## config.mk

```make
export PLATFORM = sky130hd
export DESIGN_NAME = tcp_rx_msg_noc_if_out
export DESIGN_NICKNAME = d
export VERILOG_FILES = /design/src/tcp_rx_msg_pkg.sv /design/src/tcp_rx_msg_noc_if_out.sv /design/src/tcp_rx_msg_noc_if_out_datap.sv /design/src/tcp_rx_msg_noc_if_out_ctrl.sv /design/src/tcp_rx_noc_credit_cnt.sv /design/src/tcp_rx_msg_req_fifo.sv
export SDC_FILE = /design/constraint.sdc
export NUM_CORES = 1
export LEC_CHECK = 0
export BUFFER_PORTS_ARGS = -buffer_cell sky130_fd_sc_hd__buf_2
export CAP_MARGIN = 20
export CORE_MARGIN = 1
export CORE_UTILIZATION = 52
export CTS_CLUSTER_DIAMETER = 120
export CTS_CLUSTER_SIZE = 20
export DETAILED_ROUTE_END_ITERATION = 7
export PLACE_DENSITY = 0.82
export SYNTH_ARGS = -nofsm -noshare
export SYNTH_HDL_FRONTEND = slang
export SYNTH_SLANG_ARGS = --single-unit
```

## constraint.sdc

```tcl
create_clock -name clk -period 5.9 [get_ports clk]
set_clock_uncertainty 0.2 [all_clocks]
set_input_delay 0.885 -clock clk [delete_from_list [all_inputs] [get_ports clk]]
set_output_delay 0.885 -clock clk [all_outputs]
set_load 0.02 [all_outputs]
```

## src/tcp_rx_msg_pkg.sv

```systemverilog
package tcp_rx_msg_pkg;

    localparam int noc_data_w       = 128;
    localparam int xy_w             = 4;
    localparam int fbits_w          = 4;
    localparam int msg_len_w        = 8;
    localparam int msg_type_w       = 8;
    localparam int flowid_w         = 6;
    localparam int rx_payload_ptr_w = 12;

    localparam logic [msg_type_w-1:0] tcp_rx_msg_resp         = 8'h2a;
    localparam logic [fbits_w-1:0]    tcp_rx_app_ptr_if_fbits = 4'h3;

    // poller notification with an extra wrap bit on head_ptr
    typedef struct packed {
        logic [flowid_w-1:0]         flowid;
        logic [rx_payload_ptr_w:0]   head_ptr;
        logic [rx_payload_ptr_w-1:0] len;
        logic [xy_w-1:0]             dst_x;
        logic [xy_w-1:0]             dst_y;
        logic [fbits_w-1:0]          dst_fbits;
    } poller_msg_t;

    typedef struct packed {
        logic [xy_w-1:0]       dst_x_coord;
        logic [xy_w-1:0]       dst_y_coord;
        logic [fbits_w-1:0]    dst_fbits;
        logic [msg_len_w-1:0]  msg_len;
        logic [msg_type_w-1:0] msg_type;
        logic [xy_w-1:0]       src_x_coord;
        logic [xy_w-1:0]       src_y_coord;
        logic [fbits_w-1:0]    src_fbits;
    } noc_hdr_core_t;

    typedef struct packed {
        logic [flowid_w-1:0]         flowid;
        logic [rx_payload_ptr_w:0]   head_ptr;
        logic [rx_payload_ptr_w-1:0] length;
    } noc_hdr_inner_t;

    localparam int hdr_pad_w = noc_data_w - $bits(noc_hdr_core_t) - $bits(noc_hdr_inner_t);

    // padding occupies the top of the flit
    typedef struct packed {
        logic [hdr_pad_w-1:0] padding;
        noc_hdr_inner_t       inner;
        noc_hdr_core_t        core;
    } tcp_noc_hdr_flit;

endpackage
```

## src/tcp_rx_msg_noc_if_out.sv

```systemverilog
`timescale 1ns/1ps

module tcp_rx_msg_noc_if_out #(
    parameter int SRC_X       = 0,
    parameter int SRC_Y       = 0,
    parameter int FIFO_DEPTH  = 4,
    parameter int NOC_CREDITS = 2
) (
    input  logic                                        clk,
    input  logic                                        rst,
    input  logic                                        poller_msg_wr,
    input  logic [tcp_rx_msg_pkg::flowid_w-1:0]         poller_msg_noc_if_flowid,
    input  logic [tcp_rx_msg_pkg::rx_payload_ptr_w:0]   poller_msg_noc_if_head_ptr,
    input  logic [tcp_rx_msg_pkg::rx_payload_ptr_w-1:0] poller_msg_noc_if_len,
    input  logic [tcp_rx_msg_pkg::xy_w-1:0]             poller_msg_noc_if_dst_x,
    input  logic [tcp_rx_msg_pkg::xy_w-1:0]             poller_msg_noc_if_dst_y,
    input  logic [tcp_rx_msg_pkg::fbits_w-1:0]          poller_msg_noc_if_dst_fbits,
    input  logic                                        noc_credit_ret,
    output logic                                        poller_msg_full,
    output logic                                        noc_val,
    output logic [tcp_rx_msg_pkg::noc_data_w-1:0]       tcp_rx_ptr_if_noc_data
);

    import tcp_rx_msg_pkg::*;

    poller_msg_t poller_msg_in;
    poller_msg_t fifo_rd_data;
    logic        fifo_empty;
    logic        fifo_rd;
    logic        ctrl_datap_store_inputs;
    logic        credit_avail;

    assign poller_msg_in = '{
        flowid:    poller_msg_noc_if_flowid,
        head_ptr:  poller_msg_noc_if_head_ptr,
        len:       poller_msg_noc_if_len,
        dst_x:     poller_msg_noc_if_dst_x,
        dst_y:     poller_msg_noc_if_dst_y,
        dst_fbits: poller_msg_noc_if_dst_fbits
    };

    tcp_rx_msg_req_fifo #(
        .FIFO_DEPTH (FIFO_DEPTH)
    ) req_fifo_i (
        .clk     (clk),
        .rst     (rst),
        .wr      (poller_msg_wr),
        .wr_data (poller_msg_in),
        .rd      (fifo_rd),
        .rd_data (fifo_rd_data),
        .empty   (fifo_empty),
        .full    (poller_msg_full)
    );

    // each send pulse spends one credit
    tcp_rx_noc_credit_cnt #(
        .NOC_CREDITS (NOC_CREDITS)
    ) credit_cnt_i (
        .clk          (clk),
        .rst          (rst),
        .credit_use   (noc_val),
        .credit_ret   (noc_credit_ret),
        .credit_avail (credit_avail)
    );

    tcp_rx_msg_noc_if_out_ctrl ctrl_i (
        .clk                     (clk),
        .rst                     (rst),
        .fifo_empty              (fifo_empty),
        .credit_avail            (credit_avail),
        .fifo_rd                 (fifo_rd),
        .ctrl_datap_store_inputs (ctrl_datap_store_inputs),
        .noc_val                 (noc_val)
    );

    tcp_rx_msg_noc_if_out_datap #(
        .SRC_X (SRC_X),
        .SRC_Y (SRC_Y)
    ) datap_i (
        .clk                     (clk),
        .rst                     (rst),
        .poller_msg              (fifo_rd_data),
        .ctrl_datap_store_inputs (ctrl_datap_store_inputs),
        .tcp_rx_ptr_if_noc_data  (tcp_rx_ptr_if_noc_data)
    );

endmodule

```

## src/tcp_rx_msg_noc_if_out_datap.sv

```systemverilog
`timescale 1ns/1ps

module tcp_rx_msg_noc_if_out_datap #(
    parameter int SRC_X = 0,
    parameter int SRC_Y = 0
) (
    input  logic                                   clk,
    input  logic                                   rst,
    input  tcp_rx_msg_pkg::poller_msg_t            poller_msg,
    input  logic                                   ctrl_datap_store_inputs,
    output logic [tcp_rx_msg_pkg::noc_data_w-1:0]  tcp_rx_ptr_if_noc_data
);

    import tcp_rx_msg_pkg::*;

    poller_msg_t     msg_reg;
    poller_msg_t     msg_next;
    tcp_noc_hdr_flit hdr_flit_cast;

    assign tcp_rx_ptr_if_noc_data = hdr_flit_cast;

    always_ff @(posedge clk) begin
        if (rst) begin
            msg_reg <= '0;
        end else begin
            msg_reg <= msg_next;
        end
    end

    // hold the last stored notification between strobes
    always_comb begin
        if (ctrl_datap_store_inputs) begin
            msg_next = poller_msg;
        end else begin
            msg_next = msg_reg;
        end
    end

    always_comb begin
        hdr_flit_cast = '0;

        hdr_flit_cast.core.dst_x_coord = msg_reg.dst_x;
        hdr_flit_cast.core.dst_y_coord = msg_reg.dst_y;
        hdr_flit_cast.core.dst_fbits   = msg_reg.dst_fbits;
        // single header flit with no body
        hdr_flit_cast.core.msg_len     = '0;
        hdr_flit_cast.core.msg_type    = tcp_rx_msg_resp;
        hdr_flit_cast.core.src_x_coord = xy_w'(SRC_X);
        hdr_flit_cast.core.src_y_coord = xy_w'(SRC_Y);
        hdr_flit_cast.core.src_fbits   = tcp_rx_app_ptr_if_fbits;

        hdr_flit_cast.inner.flowid   = msg_reg.flowid;
        hdr_flit_cast.inner.head_ptr = msg_reg.head_ptr;
        hdr_flit_cast.inner.length   = msg_reg.len;
    end

endmodule

```

## src/tcp_rx_msg_noc_if_out_ctrl.sv

```systemverilog
`timescale 1ns/1ps

module tcp_rx_msg_noc_if_out_ctrl (
    input  logic clk,
    input  logic rst,
    input  logic fifo_empty,
    input  logic credit_avail,
    output logic fifo_rd,
    output logic ctrl_datap_store_inputs,
    output logic noc_val
);

    typedef enum logic {
        st_idle,
        st_send
    } state_e;

    state_e state_reg;
    state_e state_next;
    logic   launch;

    // pop only when the network can take the flit
    assign launch = (state_reg == st_idle) & ~fifo_empty & credit_avail;

    always_ff @(posedge clk) begin
        if (rst) begin
            state_reg <= st_idle;
        end else begin
            state_reg <= state_next;
        end
    end

    always_comb begin
        state_next = state_reg;
        fifo_rd = 1'b0;
        ctrl_datap_store_inputs = 1'b0;
        noc_val = 1'b0;

        case (state_reg)
            st_idle: begin
                if (launch) begin
                    fifo_rd = 1'b1;
                    ctrl_datap_store_inputs = 1'b1;
                    state_next = st_send;
                end
            end
            st_send: begin
                // flit register was loaded on the previous edge
                noc_val = 1'b1;
                state_next = st_idle;
            end
            default: begin
                state_next = st_idle;
            end
        endcase
    end

endmodule

```

## src/tcp_rx_noc_credit_cnt.sv

```systemverilog
`timescale 1ns/1ps

module tcp_rx_noc_credit_cnt #(
    parameter int NOC_CREDITS = 2
) (
    input  logic clk,
    input  logic rst,
    input  logic credit_use,
    input  logic credit_ret,
    output logic credit_avail
);

    localparam int cnt_w = $clog2(NOC_CREDITS + 1);
    localparam logic [cnt_w-1:0] max_cnt = cnt_w'(NOC_CREDITS);

    logic [cnt_w-1:0] count;

    assign credit_avail = (count != '0);

    always_ff @(posedge clk) begin
        if (rst) begin
            count <= max_cnt;
        end else if (credit_use && !credit_ret) begin
            if (count != '0) begin
                count <= count - 1'b1;
            end
        end else if (credit_ret && !credit_use) begin
            // saturate at the network buffer size
            if (count != max_cnt) begin
                count <= count + 1'b1;
            end
        end
    end

endmodule

```

## src/tcp_rx_msg_req_fifo.sv

```systemverilog
`timescale 1ns/1ps

module tcp_rx_msg_req_fifo #(
    parameter int FIFO_DEPTH = 4
) (
    input  logic                        clk,
    input  logic                        rst,
    input  logic                        wr,
    input  tcp_rx_msg_pkg::poller_msg_t wr_data,
    input  logic                        rd,
    output tcp_rx_msg_pkg::poller_msg_t rd_data,
    output logic                        empty,
    output logic                        full
);

    import tcp_rx_msg_pkg::*;

    localparam int ptr_w = (FIFO_DEPTH > 1) ? $clog2(FIFO_DEPTH) : 1;
    localparam int cnt_w = $clog2(FIFO_DEPTH + 1);
    localparam logic [ptr_w-1:0] last_idx = ptr_w'(FIFO_DEPTH - 1);
    localparam logic [cnt_w-1:0] depth_cnt = cnt_w'(FIFO_DEPTH);

    poller_msg_t      mem [FIFO_DEPTH];
    logic [ptr_w-1:0] wr_ptr;
    logic [ptr_w-1:0] rd_ptr;
    logic [cnt_w-1:0] count;
    logic             do_wr;
    logic             do_rd;

    assign empty = (count == '0);
    assign full  = (count == depth_cnt);

    // writes while full are dropped
    assign do_wr = wr & ~full;
    assign do_rd = rd & ~empty;

    // head entry shown with no read latency
    assign rd_data = mem[rd_ptr];

    always_ff @(posedge clk) begin
        if (do_wr) begin
            mem[wr_ptr] <= wr_data;
        end
    end

    always_ff @(posedge clk) begin
        if (rst) begin
            wr_ptr <= '0;
            rd_ptr <= '0;
            count  <= '0;
        end else begin
            if (do_wr) begin
                wr_ptr <= (wr_ptr == last_idx) ? '0 : wr_ptr + 1'b1;
            end
            if (do_rd) begin
                rd_ptr <= (rd_ptr == last_idx) ? '0 : rd_ptr + 1'b1;
            end
            // simultaneous read and write keeps the count
            if (do_wr && !do_rd) begin
                count <= count + 1'b1;
            end else if (do_rd && !do_wr) begin
                count <= count - 1'b1;
            end
        end
    end

endmodule

```

==> impl_metrics.sql, run 1 <==
INSERT INTO impl_metrics (metric_group, metric, value, unit) VALUES
('clock_network', 'cts_tree', 'done', ''),
('sta', 'tightest_slew', '1.05', 'ns'),
('sta', 'finalHoldViolations', '0', ''),
('worst_setup_path', 'critical_path_cell_by_cell', 'or3_2 -> nand2_1 -> ha_1 -> inv_1 -> fa_1 -> xor2_1 -> or3_1 -> a21oi_1', ''),
('die', 'io_pins', '177', ''),
('routing', 'drt_iter0_drc', '299', ''),
('logic_synthesis', 'synth.yosys.warnings', '0', ''),
('finish', 'drive_above_1_share', '0.252', ''),
('worst_setup_path', 'critPathTopFamily', 'simple AND/OR/NAND/NOR gates', ''),
('sta', 'final-max-slew-violation-count', '0', ''),
('sta', 'slew_headroom', '0.303', ''),
('finish', 'flow.area_growth_from_synthesis', '8.57', '%'),
('place', 'gp_routability_congestion', '0.673', ''),
('die', 'x_dimension_of_the_die', '134', 'µm'),
('pwr', 'comb_power_share', '0.321', ''),
('min_path', 'worst_hold_path_type', 'flip-flop to flip-flop', ''),
('logic_synthesis', 'synth_top_area_frac', '0.568', ''),
('clock_network', 'cts.repair_timing.setup_buffer_count', '0', ''),
('grt', 'grt_pass1_wl', '26100', 'µm'),
('logic_synthesis', 'number_of_synthesized_flops_with_an_enable_pin', '172', ''),
('sta', 'setup_viol_count_final', '0', ''),
('pwr', 'worst_ir_drop_vdd', '0.362', 'mV'),
('routing', 'num_vias', '4824', ''),
('worst_setup_path', 'cpMaxStageDelayCell', 'sky130_fd_sc_hd__or3_2', ''),
('logic_synthesis', 'syn_inst', '572', ''),
('routing', 'drt-wirelength-per-cell', '19.6', 'µm'),
('logic_synthesis', 'synth_seq_area_share', '0.685', ''),
('finish', 'multi_input_comb_area', '2330', 'µm²'),
('finish', 'registers.top_by_ff_count', 'req_fifo_i.mem', ''),
('clock_network', 'insertion_delay', '0.46', 'ns'),
('routing', 'dr.pass1.iters', '5', ''),
('clock_network', 'cts_num_sinks', '225', ''),
('logic_synthesis', 'area_of_the_mapped_netlist', '9090', 'µm²'),
('die', 'die-height', '134', 'µm'),
('grt', 'largest_net_degree_at_the_start_of_global_routing', '54', ''),
('pwr', 'pwr-share-clk', '0.209', ''),
('place', 'dp.final_hpwl', '10200', 'µm'),
('worst_setup_path', 'critical_path_required', '6.07', 'ns'),
('die', 'placementRows', '47', ''),
('finish', 'final.fill_count', '1258', ''),
('worst_setup_path', 'worst-path-stages', '8', ''),
('logic_synthesis', 'yosys_most_used_dff', 'sky130_fd_sc_hd__edfxtp_1', ''),
('worst_setup_path', 'cp.buffers_inverters', '1', ''),
('clock_network', 'cts.repair.resized', '0', ''),
('worst_setup_path', 'worst-r2r-cell-count', '8', ''),
('pwr', 'p_seq_frac', '0.470', ''),
('pwr', 'p_sw_frac', '0.345', ''),
('logic_synthesis', 'synth.cells.most_frequent', '172 x sky130_fd_sc_hd__edfxtp_1, 85 x sky130_fd_sc_hd__buf_4, 53 x sky130_fd_sc_hd__dfxtp_1', ''),
('logic_synthesis', 'top_count_cell_post_synth', 'sky130_fd_sc_hd__edfxtp_1', ''),
('routing', 'drtAntennaViolNets', '0', ''),
('clock_network', 'h-tree-depth', '1', ''),
('die', 'core_area', '16800', 'µm²'),
('clock_network', 'cts_hold_bufs', '0', ''),
('finish', 'sequential_cell_area', '6230', 'µm²'),
('logic_synthesis', 'synth_area_leaders', 'sky130_fd_sc_hd__edfxtp_1 57%, sky130_fd_sc_hd__dfxtp_1 12%, sky130_fd_sc_hd__mux4_2 10%, sky130_fd_sc_hd__buf_4 7.0%, sky130_fd_sc_hd__a21oi_1 2.7%', ''),
('worst_setup_path', 'worst-path-max-fanout', '45', ''),
('die', 'floorplan.die_area', '18000', 'µm²'),
('clock_network', 'clk_pin_slew', '0.08', 'ns'),
('sta', 'final_min_period_over_clock_period', '0.551', ''),
('pwr', 'p_int', '3040', 'µW'),
('min_path', 'holdPathStages', '2', ''),
('run_status', 'run_status', 'complete, no violations', ''),
('grt', 'globalRouteOverflowTotal', '0', ''),
('grt', 'track_usage', '0.189', ''),
('die', 'initial_core_util', '0.541', ''),
('routing', 'drt_drc_violations_left', '0', ''),
('sta', 'rsz_0062_raised_after_global_routing', 'false', ''),
('pwr', 'power-per-cell-area', '470', 'nW/µm²'),
('pwr', 'switchingPower', '1600', 'µW'),
('finish', 'largest_reg_flops', '172', ''),
('clock_network', 'number_of_buffers_created_by_cts', '15', '');
[placed cells by master (no fill, tap or decap), types with 2 or more instances in the layout]
cell,instances
sky130_fd_sc_hd__mux4_2,41
sky130_fd_sc_hd__buf_2,91
sky130_fd_sc_hd__clkbuf_16,15
sky130_fd_sc_hd__dfxtp_1,51
sky130_fd_sc_hd__edfxtp_1,172
sky130_fd_sc_hd__nand3_1,44
sky130_fd_sc_hd__nor2_1,4
sky130_fd_sc_hd__and2_2,4
sky130_fd_sc_hd__clkbuf_1,9
sky130_fd_sc_hd__ha_1,6
sky130_fd_sc_hd__mux4_1,2
sky130_fd_sc_hd__nand2_1,2
sky130_fd_sc_hd__inv_1,5
sky130_fd_sc_hd__or4_1,2
sky130_fd_sc_hd__xor2_1,3
sky130_fd_sc_hd__a211oi_1,2
sky130_fd_sc_hd__conb_1,85
sky130_fd_sc_hd__a21oi_1,49
sky130_fd_sc_hd__o21ai_0,48
sky130_fd_sc_hd__buf_12,5
sky130_fd_sc_hd__mux2i_1,2
[path summary, 6_finish.rpt]
kind	startpoint	slack, ns	end
worst min-delay path	datap_i.tcp_rx_ptr_if_noc_data[64]	0.28	datap_i.tcp_rx_ptr_if_noc_data[64]
worst max-delay path	req_fifo_i.count[0]	2.65	req_fifo_i.count[2]
worst max register to register	req_fifo_i.count[0]	2.65	req_fifo_i.count[2]
worst min register to register	datap_i.tcp_rx_ptr_if_noc_data[64]	0.28	datap_i.tcp_rx_ptr_if_noc_data[64]
[power by group through the flow]
stage / clock (µW) / sequential (µW) / combinational (µW)
finish: 971 / 2180 / 1490
global route: 1040 / 2220 / 1610
CTS: 987 / 2190 / 1460
detailed placement: 0 / 2230 / 1450
global placement: 0 / 2230 / 1370
floorplan: 0 / 2260 / 1060
[routing by layer]
| layer | up-vias | wire length [µm] | track usage |
|---|---|---|---|
| met5 | - | 13 | 0 |
| met4 | 2 | 367 | 0.0556 |
| met3 | 28 | 942 | 0.0329 |
| met2 | 205 | 9030 | 0.349 |
| met1 | 2438 | 6860 | 0.227 |
| li1 | 2151 | - | - |
[tightest hold or removal path: cells and delay by family (launching register included)]
family,cells,cell delay [ns]
AO/OA/AOI/OAI,2,0.12
flip-flops,1,0.31
[cell type report]
class	instances	share of cell area
multi-input combinational	306	0.236
timing repair buffer	98	0.0598
clock inverter	1	0.00165
inverter	5	0.00190
sequential	225	0.631
clock buffer	24	0.0414
tap	220	0.0279
[metrics by stage]
step	hold WS (ns)	cell area, µm²	power (µW)	setup slack (ns)
after floorplan	0.287	9410	3320	3.11
after global placement	0.259	9320	3600	2.85
after detailed placement	0.268	9340	3680	2.73
after CTS	0.279	9770	4640	2.69
after global routing	0.300	9870	4880	2.54
final	0.277	9870	4640	2.65
[kinds of logic (layout without fill, tap and decap cells)]
kind of cell | after synthesis | in the layout | synth area share
fa+ha+maj | 7 | 7 | 0.0105
compound gates | 102 | 102 | 0.0582
xor+xnor | 3 | 3 | 0.00289
buf+inv | 124 | 128 | 0.0947
flops | 225 | 225 | 0.685
simple gates | 64 | 64 | 0.0388
other cells | 2 | 85 | 0.000826
mux | 45 | 45 | 0.110
No activity file was read; power rests on OpenSTA's default activity.
==> inputs of run 2 (changes only) <==
ABC_AREA = 1   (was default)
PLACE_DENSITY = 0.81   (was 0.82)
clock period = 3.3 ns   (was 5.9 ns; I/O delays follow)
==> impl_metrics.sql, run 2 <==
INSERT INTO impl_metrics (metric_group, metric, value, unit) VALUES
('logic_synthesis', 'mean_post_synth_cell_area', '9.12', 'µm²'),
('logic_synthesis', 'synth_area_leaders', 'sky130_fd_sc_hd__edfxtp_1 51%, sky130_fd_sc_hd__nand2_1 12%, sky130_fd_sc_hd__dfxtp_1 10%, sky130_fd_sc_hd__inv_1 8.5%, sky130_fd_sc_hd__buf_4 6.4%', ''),
('worst_setup_path', 'worst_ep_arrival_time', '2.38', 'ns'),
('die', 'io_pins', '177', ''),
('routing', 'vias_per_cell', '4.63', ''),
('routing', 'drt_drc_violations_left', '0', ''),
('worst_setup_path', 'critPathTopFamily', 'simple AND/OR/NAND/NOR gates', ''),
('clock_network', 'h-tree-depth', '1', ''),
('clock_network', 'root_buffer', 'sky130_fd_sc_hd__clkbuf_16', ''),
('clock_network', 'cts_hold_bufs', '0', ''),
('routing', 'drtAntennaViolNets', '0', ''),
('finish', 'final.fill_count', '1567', ''),
('logic_synthesis', 'number_of_synthesized_flops_with_an_enable_pin', '172', ''),
('sta', 'max_clock_freq', '0.416', 'GHz'),
('routing', 'routed_wirelength', '19600', 'µm'),
('pwr', 'worst_ir_drop_vdd', '0.486', 'mV'),
('finish', 'sequential_cell_area', '6230', 'µm²'),
('finish', 'multi_input_comb_area', '2550', 'µm²'),
('sta', 'final_min_period_over_clock_period', '0.728', ''),
('worst_setup_path', 'cp.buffers_inverters', '2', ''),
('logic_synthesis', 'total_of_flip_flops_plus_latches_after_synthesis', '225', ''),
('finish', 'finalNetCount', '1246', ''),
('worst_setup_path', 'worst_setup_path_endpoint', 'req_fifo_i.mem[2][25]', ''),
('clock_network', 'cts-root-to-sink-buffers', '3', ''),
('worst_setup_path', 'worst-r2r-cell-count', '5', ''),
('grt', 'first_global_vias', '6397', ''),
('grt', 'largest_net_degree_at_the_start_of_global_routing', '90', ''),
('logic_synthesis', 'yosys.area.top_type', 'sky130_fd_sc_hd__edfxtp_1', ''),
('sta', 'setup_viol_count_final', '0', ''),
('finish', 'drive_above_1_share', '0.107', ''),
('grt', 'track_usage', '0.196', ''),
('logic_synthesis', 'synth_seq_area_share', '0.610', ''),
('logic_synthesis', 'yosys_most_used_dff', 'sky130_fd_sc_hd__edfxtp_1', ''),
('routing', 'drt-wirelength-per-cell', '13.4', 'µm'),
('sta', 'final_tns_setup', '0', 'ns'),
('worst_setup_path', 'crit-reg2reg-capture', 'req_fifo_i.mem[2][25]', ''),
('worst_setup_path', 'critical_path_class', 'flip-flop to flip-flop', ''),
('sta', 'finalWorstSetupSlack', '0.898', 'ns'),
('die', 'placementRows', '50', ''),
('worst_setup_path', 'critical_path_required', '3.28', 'ns'),
('finish', 'flow.area_growth_from_synthesis', '7.57', '%'),
('finish', 'largest_reg_flops', '172', ''),
('sta', 'finalHoldViolations', '0', ''),
('logic_synthesis', 'synth.yosys.warnings', '0', ''),
('worst_setup_path', 'critPathMaxStageDelay', '0.70', 'ns'),
('sta', 'slew_headroom', '0.346', ''),
('die', 'floorplan.die_area', '20200', 'µm²'),
('worst_setup_path', 'critPathCaptureType', 'flip-flop', ''),
('die', 'core_area', '19000', 'µm²'),
('logic_synthesis', 'synth_top_area_frac', '0.506', ''),
('logic_synthesis', 'synth.cells.most_frequent', '314 x sky130_fd_sc_hd__nand2_1, 232 x sky130_fd_sc_hd__inv_1, 172 x sky130_fd_sc_hd__edfxtp_1', ''),
('min_path', 'worst_hold_path_type', 'input pin to flip-flop', ''),
('pwr', 'cellLeakagePower', '0.00535', 'µW'),
('routing', 'drt_iter0_drc', '473', ''),
('die', 'die-height', '142', 'µm'),
('logic_synthesis', 'asyncSetResetFlopFracSynth', '0', ''),
('place', 'dp.final_hpwl', '12200', 'µm'),
('logic_synthesis', 'area_of_the_mapped_netlist', '10200', 'µm²'),
('place', 'placement.setup.worst_slack', '0.868', 'ns'),
('routing', 'num_vias', '6775', ''),
('clock_network', 'cts.repair_timing.setup_buffer_count', '0', ''),
('worst_setup_path', 'critical_path.reg2reg.startpoint', 'req_fifo_i.count[0]', ''),
('place', 'dp.cells', '1435', ''),
('logic_synthesis', 'top_count_cell_post_synth', 'sky130_fd_sc_hd__nand2_1', ''),
('routing', 'dr.pass1.iters', '4', ''),
('clock_network', 'insertion_delay', '0.48', 'ns'),
('finish', 'registers.top_by_ff_count', 'req_fifo_i.mem', ''),
('finish', 'fin_cells', '1462', ''),
('clock_network', 'cts_num_sinks', '225', ''),
('die', 'x_dimension_of_the_die', '142', 'µm'),
('sta', 'final-max-slew-violation-count', '0', ''),
('clock_network', 'cts_tree', 'done', ''),
('run_status', 'run_status', 'complete, no violations', ''),
('sta', 'rsz_0062_raised_after_global_routing', 'false', ''),
('logic_synthesis', 'synth_cell_types', '21', ''),
('place', 'port-buffer-count', '91', ''),
('worst_setup_path', 'worstSetupStartpointType', 'flip-flop', ''),
('finish', 'layout_commonest_cell', 'sky130_fd_sc_hd__nand2_1', ''),
('grt', 'grt_pass1_wl', '31200', 'µm'),
('finish', 'mostFrequentLayoutCells', '314 x sky130_fd_sc_hd__nand2_1, 232 x sky130_fd_sc_hd__inv_1, 172 x sky130_fd_sc_hd__edfxtp_1', ''),
('die', 'initial_core_util', '0.538', ''),
('clock_network', 'clk_pin_slew', '0.08', 'ns'),
('worst_setup_path', 'worstSetupStartpoint', 'req_fifo_i.count[0]', ''),
('clock_network', 'cts.repair.resized', '0', ''),
('worst_setup_path', 'critical_path_cell_by_cell', 'inv_1 -> nand3_1 -> nand2_1 -> nor2_4 -> buf_4', ''),
('grt', 'grt_antenna_before_repair', '1', ''),
('worst_setup_path', 'reg2reg_setup_slack', '0.90', 'ns'),
('pwr', 'power-per-cell-area', '777', 'nW/µm²'),
('worst_setup_path', 'worst-path-max-fanout', '23', ''),
('place', 'gp_routability_congestion', '0.716', ''),
('pwr', 'totalPowerFinal', '8520', 'µW'),
('sta', 'tightest_slew', '0.979', 'ns'),
('worst_setup_path', 'worst-path-stages', '5', ''),
('logic_synthesis', 'syn_inst', '1118', ''),
('grt', 'globalRouteOverflowTotal', '0', ''),
('worst_setup_path', 'cpMaxStageDelayCell', 'sky130_fd_sc_hd__nor2_4', ''),
('sta', 'post-route-min-period', '2.40', 'ns'),
('clock_network', 'number_of_buffers_created_by_cts', '15', ''),
('flow_run', 'drv.max_cap_violation_count', '0', '');
[run 2: changes by cell type in the layout (fill, tap and decap cells not counted), sizes merged, moves of 4 or more]
| cell | change |
|---|---|
| o21ai | -43 |
| nor2 | +100 |
| and2 | -4 |
| mux4 | -43 |
| inv | +231 |
| nand2 | +313 |
| nand3 | +47 |
| a21oi | -44 |
[run 2: layer usage]
layer / GRT usage / vias up / wire (µm)
li1: - / 3350 / -
met1: 0.240 / 3129 / 7930
met3: 0.0276 / 32 / 1200
met2: 0.359 / 262 / 10000
met4: 0.0583 / 2 / 399
met5: 0 / - / 13
[run 2: kinds of logic after synthesis]
group                    share of synthesized area
other                                     0.000736
AND/OR/NAND/NOR                              0.201
buffers and inverters                        0.173
AO/OA/AOI/OAI                              0.00564
flip-flops                                   0.610
adder cells (fa/ha/maj)                    0.00932
[run 2: through the flow]
step                utilization  area [µm²]  hold WS [ns]
floorplan                     -       10500         0.282
global placement          0.556       10500         0.299
detailed placement        0.556       10500         0.305
CTS                       0.579       11000        0.0226
global route              0.579       11000        0.0257
finish                    0.579       11000        0.0381
[run 2: worst reg2reg max path, delay by kind of cell (launching register included)]
| family | cells | cell delay (ns) |
|---|---|---|
| flip-flops | 1 | 0.37 |
| AND/OR/NAND/NOR | 3 | 1.09 |
| buffers and inverters | 2 | 0.45 |
[run 2: power breakdown]
part	internal, µW	switching [µW]
logic	899	2080
clock network	874	911
registers	3520	241
total	5290	3230
[run 2: worst min-delay path by stage]
stage                                        from                                  to  cells after the start
2_1_floorplan                 req_fifo_i.count[1]                 req_fifo_i.count[1]                      2
5_1_grt             poller_msg_noc_if_head_ptr[0]               req_fifo_i.mem[1][24]                      1
3_5_place_dp   datap_i.tcp_rx_ptr_if_noc_data[42]  datap_i.tcp_rx_ptr_if_noc_data[42]                      4
6_report            poller_msg_noc_if_head_ptr[8]               req_fifo_i.mem[0][32]                      1
4_1_cts             poller_msg_noc_if_head_ptr[0]               req_fifo_i.mem[1][24]                      1
3_3_place_gp                  req_fifo_i.count[1]                 req_fifo_i.count[1]                      2
[run 2: area by class of cell]
class | count | share of cell area
flip-flops and latches | 225 | 0.568
multi-input cells | 614 | 0.233
inverters | 235 | 0.0804
repair buffers | 101 | 0.0495
clock buffers | 24 | 0.0373
well taps | 260 | 0.0297
clock inverters | 2 | 0.00228
diodes | 1 | 0.000228
==> inputs of run 3 (changes only) <==
ABC_AREA = 0   (was 1)
CORE_UTILIZATION = 50   (was 52)
PLACE_DENSITY = 0.82   (was 0.81)
clock period = 2.2 ns   (was 3.3 ns; I/O delays follow)
==> impl_metrics.sql, run 3 (synthesized netlist as in run 1, its figures left out) <==
INSERT INTO impl_metrics (metric_group, metric, value, unit) VALUES
('routing', 'drt_iter0_drc', '304', ''),
('worst_setup_path', 'critical_path_class', 'flip-flop to flip-flop', ''),
('worst_setup_path', 'worstSetupStartpointType', 'flip-flop', ''),
('worst_setup_path', 'worst_ep_arrival_time', '2.42', 'ns'),
('clock_network', 'cts_num_sinks', '225', ''),
('die', 'initial_core_util', '0.519', ''),
('worst_setup_path', 'critPathCaptureType', 'flip-flop', ''),
('worst_setup_path', 'cpMaxStageDelayCell', 'sky130_fd_sc_hd__fa_2', ''),
('clock_network', 'cts_tree', 'done', ''),
('min_path', 'holdPathStages', '3', ''),
('grt', 'globalRouteOverflowTotal', '0', ''),
('worst_setup_path', 'critical_path_cell_by_cell', 'buf_4 -> nor3b_2 -> nor2_2 -> ha_4 -> inv_2 -> fa_2 -> xor2_1 -> or3_1 -> a21oi_1', ''),
('sta', 'slew_headroom', '0.457', ''),
('sta', 'max_clock_freq', '0.450', 'GHz'),
('clock_network', 'h-tree-depth', '1', ''),
('pwr', 'worst_ir_drop_vdd', '0.895', 'mV'),
('sta', 'final-max-slew-violation-count', '0', ''),
('die', 'io_pins', '177', ''),
('min_path', 'hold_path_startpoint', 'noc_credit_ret', ''),
('worst_setup_path', 'worstSetupStartpoint', 'req_fifo_i.count[2]', ''),
('finish', 'registers.top_by_ff_count', 'req_fifo_i.mem', ''),
('die', 'core_area', '17500', 'µm²'),
('worst_setup_path', 'critical_path_required', '2.40', 'ns'),
('place', 'port-buffer-count', '91', ''),
('sta', 'rsz_0062_raised_after_global_routing', 'true', ''),
('finish', 'flow.area_growth_from_synthesis', '15.9', '%'),
('finish', 'largest_reg_flops', '172', ''),
('sta', 'finalHoldViolations', '0', ''),
('finish', 'drive_above_1_share', '0.272', ''),
('finish', 'fin_cells', '950', ''),
('pwr', 'totalPowerFinal', '12900', 'µW'),
('pwr', 'cellLeakagePower', '0.00385', 'µW'),
('sta', 'post-route-min-period', '2.22', 'ns'),
('place', 'dp.final_hpwl', '10800', 'µm'),
('die', 'placementRows', '48', ''),
('sta', 'setup_viol_count_final', '1', ''),
('worst_setup_path', 'worst-path-max-fanout', '4', ''),
('grt', 'grt_antenna_before_repair', '0', ''),
('sta', 'final_min_period_over_clock_period', '1.01', ''),
('clock_network', 'root_buffer', 'sky130_fd_sc_hd__clkbuf_16', ''),
('routing', 'dr.pass1.iters', '4', ''),
('grt', 'grt_pass1_wl', '27400', 'µm'),
('run_status', 'violated_checks', 'setup timing', ''),
('routing', 'drt_drc_violations_left', '0', ''),
('routing', 'vias_per_cell', '5.38', ''),
('pwr', 'power-per-cell-area', '1220', 'nW/µm²'),
('grt', 'first_global_vias', '5195', ''),
('routing', 'drt-wirelength-per-cell', '18.7', 'µm'),
('clock_network', 'insertion_delay', '0.47', 'ns'),
('die', 'floorplan.die_area', '18700', 'µm²'),
('flow_run', 'drv.max_cap_violation_count', '0', ''),
('worst_setup_path', 'critPathMaxStageDelay', '0.34', 'ns'),
('grt', 'largest_net_degree_at_the_start_of_global_routing', '47', ''),
('finish', 'mostFrequentLayoutCells', '172 x sky130_fd_sc_hd__edfxtp_1, 91 x sky130_fd_sc_hd__buf_2, 85 x sky130_fd_sc_hd__conb_1', ''),
('min_path', 'worst_hold_path_type', 'input pin to flip-flop', ''),
('sta', 'finalWorstSetupSlack', '-0.0204', 'ns'),
('sta', 'final_tns_setup', '-0.0204', 'ns'),
('place', 'gp_routability_congestion', '0.761', ''),
('run_status', 'run_status', 'complete, but fails checks', ''),
('place', 'dp.cells', '881', ''),
('routing', 'drtAntennaViolNets', '0', ''),
('worst_setup_path', 'worst-r2r-cell-count', '9', ''),
('routing', 'routed_wirelength', '17700', 'µm'),
('clock_network', 'clk_pin_slew', '0.08', 'ns'),
('clock_network', 'cts-root-to-sink-buffers', '3', ''),
('finish', 'layout_commonest_cell', 'sky130_fd_sc_hd__edfxtp_1', ''),
('grt', 'track_usage', '0.195', ''),
('finish', 'finalNetCount', '772', ''),
('clock_network', 'number_of_buffers_created_by_cts', '15', ''),
('sta', 'tightest_slew', '0.813', 'ns'),
('die', 'x_dimension_of_the_die', '137', 'µm'),
('finish', 'final.fill_count', '1254', ''),
('die', 'die-height', '137', 'µm'),
('routing', 'num_vias', '5110', ''),
('worst_setup_path', 'critical_path.reg2reg.startpoint', 'req_fifo_i.count[2]', ''),
('finish', 'number_of_antenna_cells_inserted', '0', '');
## run 3: cell count changes in the layout (fill, tap and decap cells not counted), sizes merged, moves of 43 or more
cell         delta
nor2          -100
dlygate4sd3    +44
nand3          -47
nand2         -313
inv           -231
o21ai          +43
mux4           +43
a21oi          +44
## run 3: layout make-up
cell class	count	area [µm²]	share of cell area
sequential	225	6240	0.592
multi-input combinational	306	2360	0.224
timing repair buffer	165	1220	0.116
clock buffer	23	405	0.0385
tap	225	282	0.0267
inverter	5	18.8	0.00178
clock inverter	1	16.3	0.00154
## run 3: routing by layer
metal | wire length, µm | vias to the layer above | global-route usage | share of wire
met1 | 6720 | 2535 | 0.232 | 0.38
met3 | 1160 | 35 | 0.0281 | 0.066
met2 | 9490 | 252 | 0.361 | 0.54
met4 | 352 | 0 | 0.0647 | 0.020
li1 | - | 2288 | - | -
met5 | 0 | - | 0 | 0
## run 3: final timing paths
| path | end | slack [ns] |
|---|---|---|
| setup / recovery | req_fifo_i.count[2] | -0.02 |
| hold / removal | credit_cnt_i.count[0] | 0.06 |
| setup reg to reg | req_fifo_i.count[2] | -0.02 |
| hold reg to reg | datap_i.tcp_rx_ptr_if_noc_data[65] | 0.27 |
## run 3: through the flow
stage / util / instance area, µm² / hold slack [ns] / setup WS (ns)
2_1_floorplan: - / 9450 / 0.229 / -0.259
3_3_place_gp: 0.551 / 9660 / 0.261 / -0.136
3_5_place_dp: 0.551 / 9660 / 0.264 / -0.229
4_1_cts: 0.601 / 10500 / 0.0501 / -0.00645
5_1_grt: 0.601 / 10500 / 0.0689 / -0.0651
6_report: 0.601 / 10500 / 0.0632 / -0.0204
## run 3: report_power, final
part	switching, µW	internal, µW	total [µW]	leakage (µW)
sequential	395	5280	5670	0.00201
combinational	2720	1860	4590	0.00163
clock	1320	1290	2610	0.000202
## run 3: critical path: cells and delay by family, from the launching register on
family,cells,cell delay (ns)
AO/OA/AOI/OAI,1,0.13
buffers and inverters,2,0.18
flip-flops,1,0.33
adder cells (fa/ha/maj),2,0.50
XOR/XNOR,1,0.16
AND/OR/NAND/NOR,3,0.65
## run 3: timing repair
item,in CTS,in global routing
pin swaps,5,1
hold endpoints to repair,173,0
gates resized for setup,4,0
hold buffers,44,0
setup endpoints to repair,1,1
cloned,0,0
buffers inserted,0,1
